===== src/design/ex_ctrl_pkg.sv =====
// execute stage control encodings
package ex_ctrl_pkg;

  // alu operation
  localparam int ALU_OP_WD = 5;

  localparam logic [ALU_OP_WD-1:0] ALU_ADD   = 5'd0;
  localparam logic [ALU_OP_WD-1:0] ALU_SUB   = 5'd1;
  localparam logic [ALU_OP_WD-1:0] ALU_SLL   = 5'd2;
  localparam logic [ALU_OP_WD-1:0] ALU_SLT   = 5'd3;
  localparam logic [ALU_OP_WD-1:0] ALU_SLTU  = 5'd4;
  localparam logic [ALU_OP_WD-1:0] ALU_XOR   = 5'd5;
  localparam logic [ALU_OP_WD-1:0] ALU_SRL   = 5'd6;
  localparam logic [ALU_OP_WD-1:0] ALU_SRA   = 5'd7;
  localparam logic [ALU_OP_WD-1:0] ALU_OR    = 5'd8;
  localparam logic [ALU_OP_WD-1:0] ALU_AND   = 5'd9;
  localparam logic [ALU_OP_WD-1:0] ALU_PASS2 = 5'd10; // lui

  // operand 1 select
  localparam logic SRC1_RS1 = 1'b0;
  localparam logic SRC1_PC  = 1'b1;

  // operand 2 select
  localparam logic [1:0] SRC2_RS2  = 2'd0;
  localparam logic [1:0] SRC2_IMM  = 2'd1;
  localparam logic [1:0] SRC2_FOUR = 2'd2; // link address for jal/jalr

  // memory access size and sign
  localparam int MEM_OP_WD = 3;

  localparam logic [MEM_OP_WD-1:0] MEM_B  = 3'd0;
  localparam logic [MEM_OP_WD-1:0] MEM_BU = 3'd1;
  localparam logic [MEM_OP_WD-1:0] MEM_H  = 3'd2;
  localparam logic [MEM_OP_WD-1:0] MEM_HU = 3'd3;
  localparam logic [MEM_OP_WD-1:0] MEM_W  = 3'd4;
  localparam logic [MEM_OP_WD-1:0] MEM_WU = 3'd5;
  localparam logic [MEM_OP_WD-1:0] MEM_D  = 3'd6;

  // csr read-modify-write operation
  localparam int CSR_OP_WD = 3;

  localparam logic [CSR_OP_WD-1:0] CSR_NONE = 3'd0;
  localparam logic [CSR_OP_WD-1:0] CSR_RW   = 3'd1;
  localparam logic [CSR_OP_WD-1:0] CSR_RS   = 3'd2;
  localparam logic [CSR_OP_WD-1:0] CSR_RC   = 3'd3;
  localparam logic [CSR_OP_WD-1:0] CSR_RWI  = 3'd4;
  localparam logic [CSR_OP_WD-1:0] CSR_RSI  = 3'd5;
  localparam logic [CSR_OP_WD-1:0] CSR_RCI  = 3'd6;

endpackage


===== src/design/ex_width_pkg.sv =====
// execute stage widths
package ex_width_pkg;

  // datapath word, shared by gpr, csr, immediate and pc
  localparam int WORD_WD       = 64;

  // register file index
  localparam int GPR_ADDR_WD   = 5;

  // csr index
  localparam int CSR_ADDR_WD   = 12;

  // data sram port
  localparam int SRAM_ADDR_WD  = 32;
  localparam int SRAM_DATA_WD  = 64;
  localparam int SRAM_WMASK_WD = 8;  // one strobe per byte

endpackage


===== src/design/ex_alu.sv =====
// integer alu
module ex_alu
  import ex_width_pkg::*;
  import ex_ctrl_pkg::*;
(
  input  logic [ALU_OP_WD-1:0] i_alu_op,
  input  logic [WORD_WD-1:0]   i_src1,
  input  logic [WORD_WD-1:0]   i_src2,
  input  logic                 i_word_cut,
  output logic [WORD_WD-1:0]   o_result
);

  logic [5:0]         shamt;
  logic [WORD_WD-1:0] srl_src;
  logic [WORD_WD-1:0] sra_src;
  logic [WORD_WD-1:0] raw;

  // word forms shift by five bits only
  assign shamt = i_word_cut ? {1'b0, i_src2[4:0]} : i_src2[5:0];

  // word right shifts see only the low half
  always_comb begin
    if (i_word_cut) begin
      srl_src = {32'b0, i_src1[31:0]};
      sra_src = {{32{i_src1[31]}}, i_src1[31:0]};
    end else begin
      srl_src = i_src1;
      sra_src = i_src1;
    end
  end

  always_comb begin
    case (i_alu_op)
      ALU_ADD:   raw = i_src1 + i_src2;
      ALU_SUB:   raw = i_src1 - i_src2;
      ALU_SLL:   raw = i_src1 << shamt;
      ALU_SLT:   raw = {63'b0, $signed(i_src1) < $signed(i_src2)};
      ALU_SLTU:  raw = {63'b0, i_src1 < i_src2};
      ALU_XOR:   raw = i_src1 ^ i_src2;
      ALU_SRL:   raw = srl_src >> shamt;
      ALU_SRA:   raw = $unsigned($signed(sra_src) >>> shamt);
      ALU_OR:    raw = i_src1 | i_src2;
      ALU_AND:   raw = i_src1 & i_src2;
      ALU_PASS2: raw = i_src2;
      default:   raw = '0;
    endcase
  end

  // *w instructions return a sign-extended 32-bit result
  assign o_result = i_word_cut ? {{32{raw[31]}}, raw[31:0]} : raw;

  // only the rv64 word ops exist in a cut form
  always_comb begin
    assert final (!i_word_cut ||
                  (i_alu_op inside {ALU_ADD, ALU_SUB, ALU_SLL, ALU_SRL, ALU_SRA}))
      else $error("word cut with alu op %0d", i_alu_op);
  end

endmodule


===== src/design/ex_exu.sv =====
// execute unit
module ex_exu
  import ex_width_pkg::*;
  import ex_ctrl_pkg::*;
(
  input  logic [WORD_WD-1:0]   i_rs1data,
  input  logic [WORD_WD-1:0]   i_rs2data,
  input  logic [WORD_WD-1:0]   i_imm,
  input  logic [WORD_WD-1:0]   i_pc,
  input  logic [WORD_WD-1:0]   i_csrrdata,
  input  logic                 i_alu_src1_sel,
  input  logic [1:0]           i_alu_src2_sel,
  input  logic [ALU_OP_WD-1:0] i_alu_op,
  input  logic                 i_alu_word_cut_sel,
  input  logic [CSR_OP_WD-1:0] i_csr_op,
  output logic [WORD_WD-1:0]   o_alu_result,
  output logic [WORD_WD-1:0]   o_csr_result
);

  logic [WORD_WD-1:0] alu_src1;
  logic [WORD_WD-1:0] alu_src2;

  assign alu_src1 = (i_alu_src1_sel == SRC1_PC) ? i_pc : i_rs1data; // auipc, jal

  always_comb begin
    case (i_alu_src2_sel)
      SRC2_RS2:  alu_src2 = i_rs2data;
      SRC2_IMM:  alu_src2 = i_imm;
      SRC2_FOUR: alu_src2 = WORD_WD'(4);
      default:   alu_src2 = '0;
    endcase
  end

  ex_alu u_alu (
    .i_alu_op   (i_alu_op),
    .i_src1     (alu_src1),
    .i_src2     (alu_src2),
    .i_word_cut (i_alu_word_cut_sel),
    .o_result   (o_alu_result)
  );

  // new csr value, old value comes from decode
  always_comb begin
    case (i_csr_op)
      CSR_RW:  o_csr_result = i_rs1data;
      CSR_RS:  o_csr_result = i_csrrdata | i_rs1data;
      CSR_RC:  o_csr_result = i_csrrdata & ~i_rs1data;
      CSR_RWI: o_csr_result = i_imm; // zimm already extended
      CSR_RSI: o_csr_result = i_csrrdata | i_imm;
      CSR_RCI: o_csr_result = i_csrrdata & ~i_imm;
      default: o_csr_result = '0;
    endcase
  end

endmodule


===== src/design/ex_lsu_store.sv =====
// store size, strobe and data alignment
module ex_lsu_store
  import ex_width_pkg::*;
  import ex_ctrl_pkg::*;
(
  input  logic [MEM_OP_WD-1:0]     i_mem_op,
  input  logic [2:0]               i_addr_low,
  input  logic [WORD_WD-1:0]       i_wdata,
  output logic [1:0]               o_size,
  output logic [SRAM_WMASK_WD-1:0] o_wmask,
  output logic [SRAM_DATA_WD-1:0]  o_wdata
);

  logic [SRAM_WMASK_WD-1:0] base_mask;

  always_comb begin
    case (i_mem_op)
      MEM_B, MEM_BU: begin
        o_size    = 2'd0;
        base_mask = 8'h01;
      end
      MEM_H, MEM_HU: begin
        o_size    = 2'd1;
        base_mask = 8'h03;
      end
      MEM_W, MEM_WU: begin
        o_size    = 2'd2;
        base_mask = 8'h0f;
      end
      MEM_D: begin
        o_size    = 2'd3;
        base_mask = 8'hff;
      end
      default: begin
        o_size    = 2'd0;
        base_mask = '0;
      end
    endcase
  end

  // move strobes and bytes into the addressed lanes
  assign o_wmask = base_mask << i_addr_low;
  assign o_wdata = i_wdata << {i_addr_low, 3'b000};

endmodule


===== src/design/ex_stage.sv =====
// execute stage
module ex_stage
  import ex_width_pkg::*;
  import ex_ctrl_pkg::*;
(
  input  logic                     i_clk,
  input  logic                     i_rst_n,
  // from decode
  input  logic                     i_ds_to_es_valid,
  output logic                     o_es_allowin,
  input  logic [WORD_WD-1:0]       i_ds_rs1data,
  input  logic [WORD_WD-1:0]       i_ds_rs2data,
  input  logic [WORD_WD-1:0]       i_ds_csrrdata,
  input  logic [WORD_WD-1:0]       i_ds_imm,
  input  logic [WORD_WD-1:0]       i_ds_pc,
  input  logic [GPR_ADDR_WD-1:0]   i_ds_rd,
  input  logic [CSR_ADDR_WD-1:0]   i_ds_csr,
  input  logic                     i_ds_alu_src1_sel,
  input  logic [1:0]               i_ds_alu_src2_sel,
  input  logic                     i_ds_alu_word_cut_sel,
  input  logic [ALU_OP_WD-1:0]     i_ds_alu_op,
  input  logic                     i_ds_gpr_wen,
  input  logic                     i_ds_csr_wen,
  input  logic                     i_ds_mem_ren,
  input  logic                     i_ds_mem_wen,
  input  logic [MEM_OP_WD-1:0]     i_ds_mem_op,
  input  logic                     i_ds_csr_inst_sel,
  input  logic [CSR_OP_WD-1:0]     i_ds_csr_op,
  input  logic                     i_ds_load_sel,
  // to memory stage
  input  logic                     i_ms_allowin,
  output logic                     o_es_to_ms_valid,
  output logic [GPR_ADDR_WD-1:0]   o_es_rd,
  output logic [CSR_ADDR_WD-1:0]   o_es_csr,
  output logic                     o_es_gpr_wen,
  output logic                     o_es_csr_wen,
  output logic                     o_es_mem_ren,
  output logic                     o_es_mem_wen,
  output logic [MEM_OP_WD-1:0]     o_es_mem_op,
  output logic                     o_es_csr_inst_sel,
  output logic [WORD_WD-1:0]       o_es_csrrdata,
  output logic [WORD_WD-1:0]       o_es_alu_result,
  output logic [WORD_WD-1:0]       o_es_csr_result,
  // back to decode
  output logic                     o_load_sel,
  output logic [GPR_ADDR_WD-1:0]   o_bypass_rd,
  output logic [WORD_WD-1:0]       o_bypass_gpr_data,
  output logic [CSR_ADDR_WD-1:0]   o_bypass_csr,
  output logic [WORD_WD-1:0]       o_bypass_csr_data,
  // data sram
  output logic                     o_data_sram_req,
  output logic                     o_data_sram_op,   // 1 write, 0 read
  output logic [1:0]               o_data_sram_size,
  output logic [SRAM_ADDR_WD-1:0]  o_data_sram_addr,
  output logic [SRAM_WMASK_WD-1:0] o_data_sram_wstrb,
  output logic [SRAM_DATA_WD-1:0]  o_data_sram_wdata,
  input  logic                     i_data_sram_addr_ok
);

  logic                   es_valid;
  logic                   es_ready_go;
  logic                   ds_fire;
  logic                   req_fire;
  logic                   data_sram_ren;
  logic                   data_sram_wen;

  logic [WORD_WD-1:0]     es_rs1data;
  logic [WORD_WD-1:0]     es_rs2data;
  logic [WORD_WD-1:0]     es_csrrdata;
  logic [WORD_WD-1:0]     es_imm;
  logic [WORD_WD-1:0]     es_pc;
  logic [GPR_ADDR_WD-1:0] es_rd;
  logic [CSR_ADDR_WD-1:0] es_csr;
  logic                   es_alu_src1_sel;
  logic [1:0]             es_alu_src2_sel;
  logic                   es_alu_word_cut_sel;
  logic [ALU_OP_WD-1:0]   es_alu_op;
  logic                   es_gpr_wen;
  logic                   es_csr_wen;
  logic                   es_mem_ren;
  logic                   es_mem_wen;
  logic [MEM_OP_WD-1:0]   es_mem_op;
  logic                   es_csr_inst_sel;
  logic [CSR_OP_WD-1:0]   es_csr_op;
  logic                   es_load_sel;

  logic [WORD_WD-1:0]     es_alu_result;
  logic [WORD_WD-1:0]     es_csr_result;

  // handshake
  assign ds_fire          = i_ds_to_es_valid && o_es_allowin;
  assign es_ready_go      = (es_mem_ren || es_mem_wen) ? req_fire : 1'b1; // wait for addr_ok
  assign o_es_allowin     = !es_valid || (es_ready_go && i_ms_allowin);
  assign o_es_to_ms_valid = es_valid && es_ready_go;

  always_ff @(posedge i_clk) begin
    if (!i_rst_n) begin
      es_valid <= 1'b0;
    end else if (o_es_allowin) begin
      es_valid <= i_ds_to_es_valid;
    end
  end

  // control fields
  always_ff @(posedge i_clk) begin
    if (!i_rst_n) begin
      es_alu_src1_sel     <= SRC1_RS1;
      es_alu_src2_sel     <= SRC2_RS2;
      es_alu_word_cut_sel <= 1'b0;
      es_alu_op           <= ALU_ADD;
      es_gpr_wen          <= 1'b0;
      es_csr_wen          <= 1'b0;
      es_mem_ren          <= 1'b0;
      es_mem_wen          <= 1'b0;
      es_mem_op           <= MEM_B;
      es_csr_inst_sel     <= 1'b0;
      es_csr_op           <= CSR_NONE;
      es_load_sel         <= 1'b0;
    end else if (ds_fire) begin
      es_alu_src1_sel     <= i_ds_alu_src1_sel;
      es_alu_src2_sel     <= i_ds_alu_src2_sel;
      es_alu_word_cut_sel <= i_ds_alu_word_cut_sel;
      es_alu_op           <= i_ds_alu_op;
      es_gpr_wen          <= i_ds_gpr_wen;
      es_csr_wen          <= i_ds_csr_wen;
      es_mem_ren          <= i_ds_mem_ren;
      es_mem_wen          <= i_ds_mem_wen;
      es_mem_op           <= i_ds_mem_op;
      es_csr_inst_sel     <= i_ds_csr_inst_sel;
      es_csr_op           <= i_ds_csr_op;
      es_load_sel         <= i_ds_load_sel;
    end
  end

  // operands and destinations
  always_ff @(posedge i_clk) begin
    if (ds_fire) begin
      es_rs1data  <= i_ds_rs1data;
      es_rs2data  <= i_ds_rs2data;
      es_csrrdata <= i_ds_csrrdata;
      es_imm      <= i_ds_imm;
      es_pc       <= i_ds_pc;
      es_rd       <= i_ds_rd;
      es_csr      <= i_ds_csr;
    end
  end

  ex_exu u_exu (
    .i_rs1data          (es_rs1data),
    .i_rs2data          (es_rs2data),
    .i_imm              (es_imm),
    .i_pc               (es_pc),
    .i_csrrdata         (es_csrrdata),
    .i_alu_src1_sel     (es_alu_src1_sel),
    .i_alu_src2_sel     (es_alu_src2_sel),
    .i_alu_op           (es_alu_op),
    .i_alu_word_cut_sel (es_alu_word_cut_sel),
    .i_csr_op           (es_csr_op),
    .o_alu_result       (es_alu_result),
    .o_csr_result       (es_csr_result)
  );

  // loads only ask when the memory stage can take the data
  assign data_sram_ren    = es_valid && es_mem_ren && i_ms_allowin;
  assign data_sram_wen    = es_valid && es_mem_wen;
  assign o_data_sram_req  = data_sram_ren || data_sram_wen;
  assign o_data_sram_op   = data_sram_wen;
  assign o_data_sram_addr = es_alu_result[SRAM_ADDR_WD-1:0]; // rs1 + imm
  assign req_fire         = o_data_sram_req && i_data_sram_addr_ok;

  ex_lsu_store u_lsu_store (
    .i_mem_op   (es_mem_op),
    .i_addr_low (es_alu_result[2:0]),
    .i_wdata    (es_rs2data),
    .o_size     (o_data_sram_size),
    .o_wmask    (o_data_sram_wstrb),
    .o_wdata    (o_data_sram_wdata)
  );

  assign o_es_rd           = es_rd;
  assign o_es_csr          = es_csr;
  assign o_es_gpr_wen      = es_gpr_wen;
  assign o_es_csr_wen      = es_csr_wen;
  assign o_es_mem_ren      = es_mem_ren;
  assign o_es_mem_wen      = es_mem_wen;
  assign o_es_mem_op       = es_mem_op;
  assign o_es_csr_inst_sel = es_csr_inst_sel;
  assign o_es_csrrdata     = es_csrrdata;
  assign o_es_alu_result   = es_alu_result;
  assign o_es_csr_result   = es_csr_result;

  assign o_load_sel = es_valid && es_load_sel; // decode stalls on a load-use

  // pending results for forwarding
  assign o_bypass_rd       = (es_valid && !es_mem_wen && es_gpr_wen) ? es_rd : '0;
  assign o_bypass_gpr_data = (es_valid && !es_mem_wen && es_gpr_wen) ? es_alu_result : '0;
  assign o_bypass_csr      = (es_valid && !es_mem_wen && es_csr_wen) ? es_csr : '0;
  assign o_bypass_csr_data = (es_valid && !es_mem_wen && es_csr_wen) ? es_csr_result : '0;

  // a stalled request keeps its payload and a store keeps asking
  a_req_hold: assert property (@(posedge i_clk) disable iff (!i_rst_n)
    o_data_sram_req && !i_data_sram_addr_ok |=>
      $stable(o_data_sram_addr) && $stable(o_data_sram_op) &&
      $stable(o_data_sram_wdata) && (o_data_sram_req || !o_data_sram_op))
    else $error("data sram request changed before addr_ok");

  a_store_strb: assert property (@(posedge i_clk) disable iff (!i_rst_n)
    o_data_sram_req && o_data_sram_op |-> (o_data_sram_wstrb != '0))
    else $error("store request with empty strobe");

  // memory instructions leave only on their fire
  a_out_valid: assert property (@(posedge i_clk) disable iff (!i_rst_n)
    o_es_to_ms_valid |-> es_valid && (!(es_mem_ren || es_mem_wen) || req_fire))
    else $error("es_to_ms_valid without a ready instruction");

endmodule


===== config.mk =====
export PLATFORM = sky130hd
export DESIGN_NAME = ex_stage
export DESIGN_NICKNAME = d
export VERILOG_FILES = /design/src/design/ex_ctrl_pkg.sv /design/src/design/ex_width_pkg.sv /design/src/design/ex_alu.sv /design/src/design/ex_exu.sv /design/src/design/ex_lsu_store.sv /design/src/design/ex_stage.sv
export SDC_FILE = /design/constraint.sdc
export NUM_CORES = 2
export LEC_CHECK = 0
export BUFFER_PORTS_ARGS = -buffer_cell sky130_fd_sc_hd__buf_2
export CELL_PAD_IN_SITES_DETAIL_PLACEMENT = 1
export CELL_PAD_IN_SITES_GLOBAL_PLACEMENT = 1
export CORE_AREA = 2 2 353 529
export DETAILED_ROUTE_END_ITERATION = 8
export DIE_AREA = 0 0 355 531
export PLACE_DENSITY = 0.6
export SLEW_MARGIN = 20
export SYNTH_ARGS = -nofsm -noshare
export SYNTH_HDL_FRONTEND = slang
export SYNTH_SLANG_ARGS = --single-unit

===== constraint.sdc =====
create_clock -name i_clk -period 11.6 [get_ports i_clk]
set_clock_uncertainty 0.15 [all_clocks]
set_input_delay 0.58 -clock i_clk [delete_from_list [all_inputs] [get_ports i_clk]]
set_output_delay 0.58 -clock i_clk [all_outputs]
set_load 0.1 [all_outputs]

==> reports/summary.txt <==
run status - completed
Clock transition at path regs - 70 ps
worst-margin pin slew - 1332 ps
Syn Inst Count - 5,505
CP startpoint kind - flop
crit share post-route - 86.18%
final instance area - 0.05427 mm²
overall routing resource usage - 36.94%
number of remaining DRC errors - 0
Final Hold Viols - 0
die height - 531 µm
mean post-synth cell area - 7.966 µm²
TritonCTS buffer count - 36
LEAKAGE - 22.70 nW
top cells by area, synth - edfxtp_1, mux2i_1, a21oi_1, ha_1, nor2_1
met2 WL - 160,900 µm
most frequent cell after synthesis - nor2_1
setup violators final - 0
Total Wirelength - 362,700 µm
worst-path fanout max - 41
RSZ-0062 raised after global routing - false
first-pass GRT wire length - 481,000 µm
final net count - 6,881
M1 WL - 130,600 µm
Synthesized Nets - 6,063
setup TNS - 0 ps
top sig layer - met5
vias in the first global route - 54.12k
ys flop type - edfxtp_1
global placement routability congestion - 1.097
Peak Freq - 100.0 MHz
CTS Sinks - 359
share of layout cells above drive strength 1 - 21.48%
Root Driver - clkbuf_16
WL/cell - 41.10 µm
die width - 355 µm
DR iter-0 viols - 6,471
crit end category - output port
vias - 54.87k
Worst VDD drop - 0.0002548 V
I/O Buffers - 835
Synth cell types - 103
Req. time, crit path - 10,870 ps
TritonRoute pass-1 iters - 6
Slew Limit Fails - 0
Initial Utilization - 23.83%
clock insertion delay at the later pin of the skew report - 600 ps
DR vias/cell - 6.218
total gr overflow - 0
CTS tree - done
Area growth syn-to-layout - 23.75%
Synth top area share - 23.08%
WS Path Type - reg2out
antenna violations before repair - 55
crit path DAT - 9270 ps
number of core rows - 193
H-tree lvl count - 2
WL met3 - 28,730 µm
Synth Cell Area - 0.04385 mm²
PostCTS Resize Cnt - 0
Post-synth EDFFs - 337
Synth warnings - 0
Synth Register Bits - 359
Synth area leader - edfxtp_1
area post-placement - 0.05040 mm²
largest net degree at the start of global routing - 119
max cap viols - 0
power per standard cell area - 173.0 mW/mm²
DIE AREA - 0.1885 mm²
fill count - 22.21k
synth cell count leaders - nor2_1, a21oi_1, nand2_1, mux2i_1, o21ai_0
Max clock buf depth - 3
Final ANT Viol Nets - 0
core area - 0.1840 mm²
Worst Hold Class - in2reg
sequential area share after synthesis - 24.08%
Synth async-reset ratio - 0%
Max-slew headroom - 8.882%
Boundary Pins - 836
Final HPWL DP - 293,800 µm
min Tclk post-route - 9997 ps
==> power breakdown <==
| group | switching (W) | leakage (nW) | total (W) | internal (W) |
|---|---|---|---|---|
| clock | 0.000570 | 0.563 | 0.00123 | 0.000659 |
| sequential | 0.000179 | 3.44 | 0.00169 | 0.00152 |
| combinational | 0.00512 | 18.7 | 0.00647 | 0.00135 |
| total | 0.00586 | 22.7 | 0.00939 | 0.00353 |
==> cells in the final DEF (no fill, tap or decap), drive strengths merged, types with 29 or more instances in the layout <==
| cell | n |
|---|---|
| nor4 | 37 |
| a21boi | 48 |
| mux2 | 68 |
| nor3 | 122 |
| dlygate4sd3 | 250 |
| and3 | 57 |
| ha | 193 |
| a221o | 35 |
| mux2i | 379 |
| a21oi | 515 |
| o31ai | 40 |
| o22ai | 79 |
| a221oi | 125 |
| nand3 | 113 |
| a31oi | 63 |
| a211oi | 115 |
| o21ai | 364 |
| inv | 212 |
| edfxtp | 337 |
| o21bai | 52 |
| o221ai | 41 |
| nand4 | 40 |
| a22oi | 62 |
| mux4 | 56 |
| nand2 | 417 |
| o211ai | 121 |
| and2 | 122 |
| diode | 37 |
| or3 | 29 |
| clkbuf | 50 |
| nor2 | 559 |
| buf | 1044 |
| a21o | 134 |
==> path summary, 6_finish.rpt <==
kind / from / to / slack [ps] / depth (start not counted)
worst max-delay path: es_alu_src2_sel[0] / o_data_sram_wdata[31] / 1600 / 20
worst min-delay path: i_ds_rs1data[57] / es_rs1data[57] / 30 / 1
worst max register to register: o_es_mem_wen / es_alu_src2_sel[0] / 7240 / 10
worst min register to register: es_load_sel / es_load_sel / 370 / 2
==> logic make-up after synthesis <==
group	Yosys count	share of synthesized area, %
compound gates	2057	31.51
mux	503	13.42
xor+xnor	24	0.4794
buf+inv	729	7.410
fa+ha+maj	195	5.598
simple gates	1638	17.50
flops	359	24.08
==> cell type report <==
class	instances	area [µm²]	share of cell area (%)
well taps	2437	3049	5.619
clock buffers	48	997.2	1.838
inverters	213	822.0	1.515
diodes	37	92.59	0.1706
repair buffers	1296	8303	15.30
clock inverters	16	162.7	0.2997
multi-input cells	4417	30260	55.76
flip-flops and latches	359	10580	19.50
==> critical path, cell delays in order (launching register included) <==
cell and delay [ps]:
dfxtp_4 1020, mux2i_1 420, nor2_1 390, inv_1 120, ha_1 540, inv_1 290
a21oi_1 110, o31ai_1 590, o21ai_0 190, a21oi_1 1030, o2111ai_1 290, o211ai_2 420
o21a_1 220, buf_4 370, nor2_4 60, buf_4 280, inv_2 440, buf_4 510
mux2i_1 230, a211oi_1 430, buf_2 510
==> state kept, by name (all words and copies together), names as in the netlist, 2 cells and up <==
| name | cells |
|---|---|
| es_alu_op | 5 |
| es_alu_src2_sel | 2 |
| es_csr_op | 3 |
| es_imm | 64 |
| es_pc | 64 |
| es_rs1data | 64 |
| es_rs2data | 64 |
| o_es_csr | 12 |
| o_es_csrrdata | 64 |
| o_es_mem_op | 3 |
| o_es_rd | 5 |
==> timing repair <==
action / 4_1_cts / 5_1_grt
hold endpoints to repair: 250 / 0
hold buffers: 250 / 0
setup endpoints to repair: 0 / 0
setup buffers: 0 / 0
==> per-layer routing <==
metal  GRT usage [%]  vias to the layer above
li1                -                    22620
met1           41.09                    27690
met2           58.72                     3540
met3           7.740                      994
met4           34.75                       18
met5               0                        -
==> per-stage QoR <==
step	worst slack [ps]	util [%]	hold WS (ps)	std cells	power, W
floorplan	2415	-	288.8	5505	0.005807
global placement	2662	27.38	302.7	8466	0.007853
detailed placement	2575	27.39	307.1	8467	0.007878
CTS	1894	29.38	0.08121	8781	0.009181
global route	1390	29.46	16.10	8802	0.009537
finish	1603	29.49	27.23	8823	0.009389
Power figures use the tool's default switching activity.
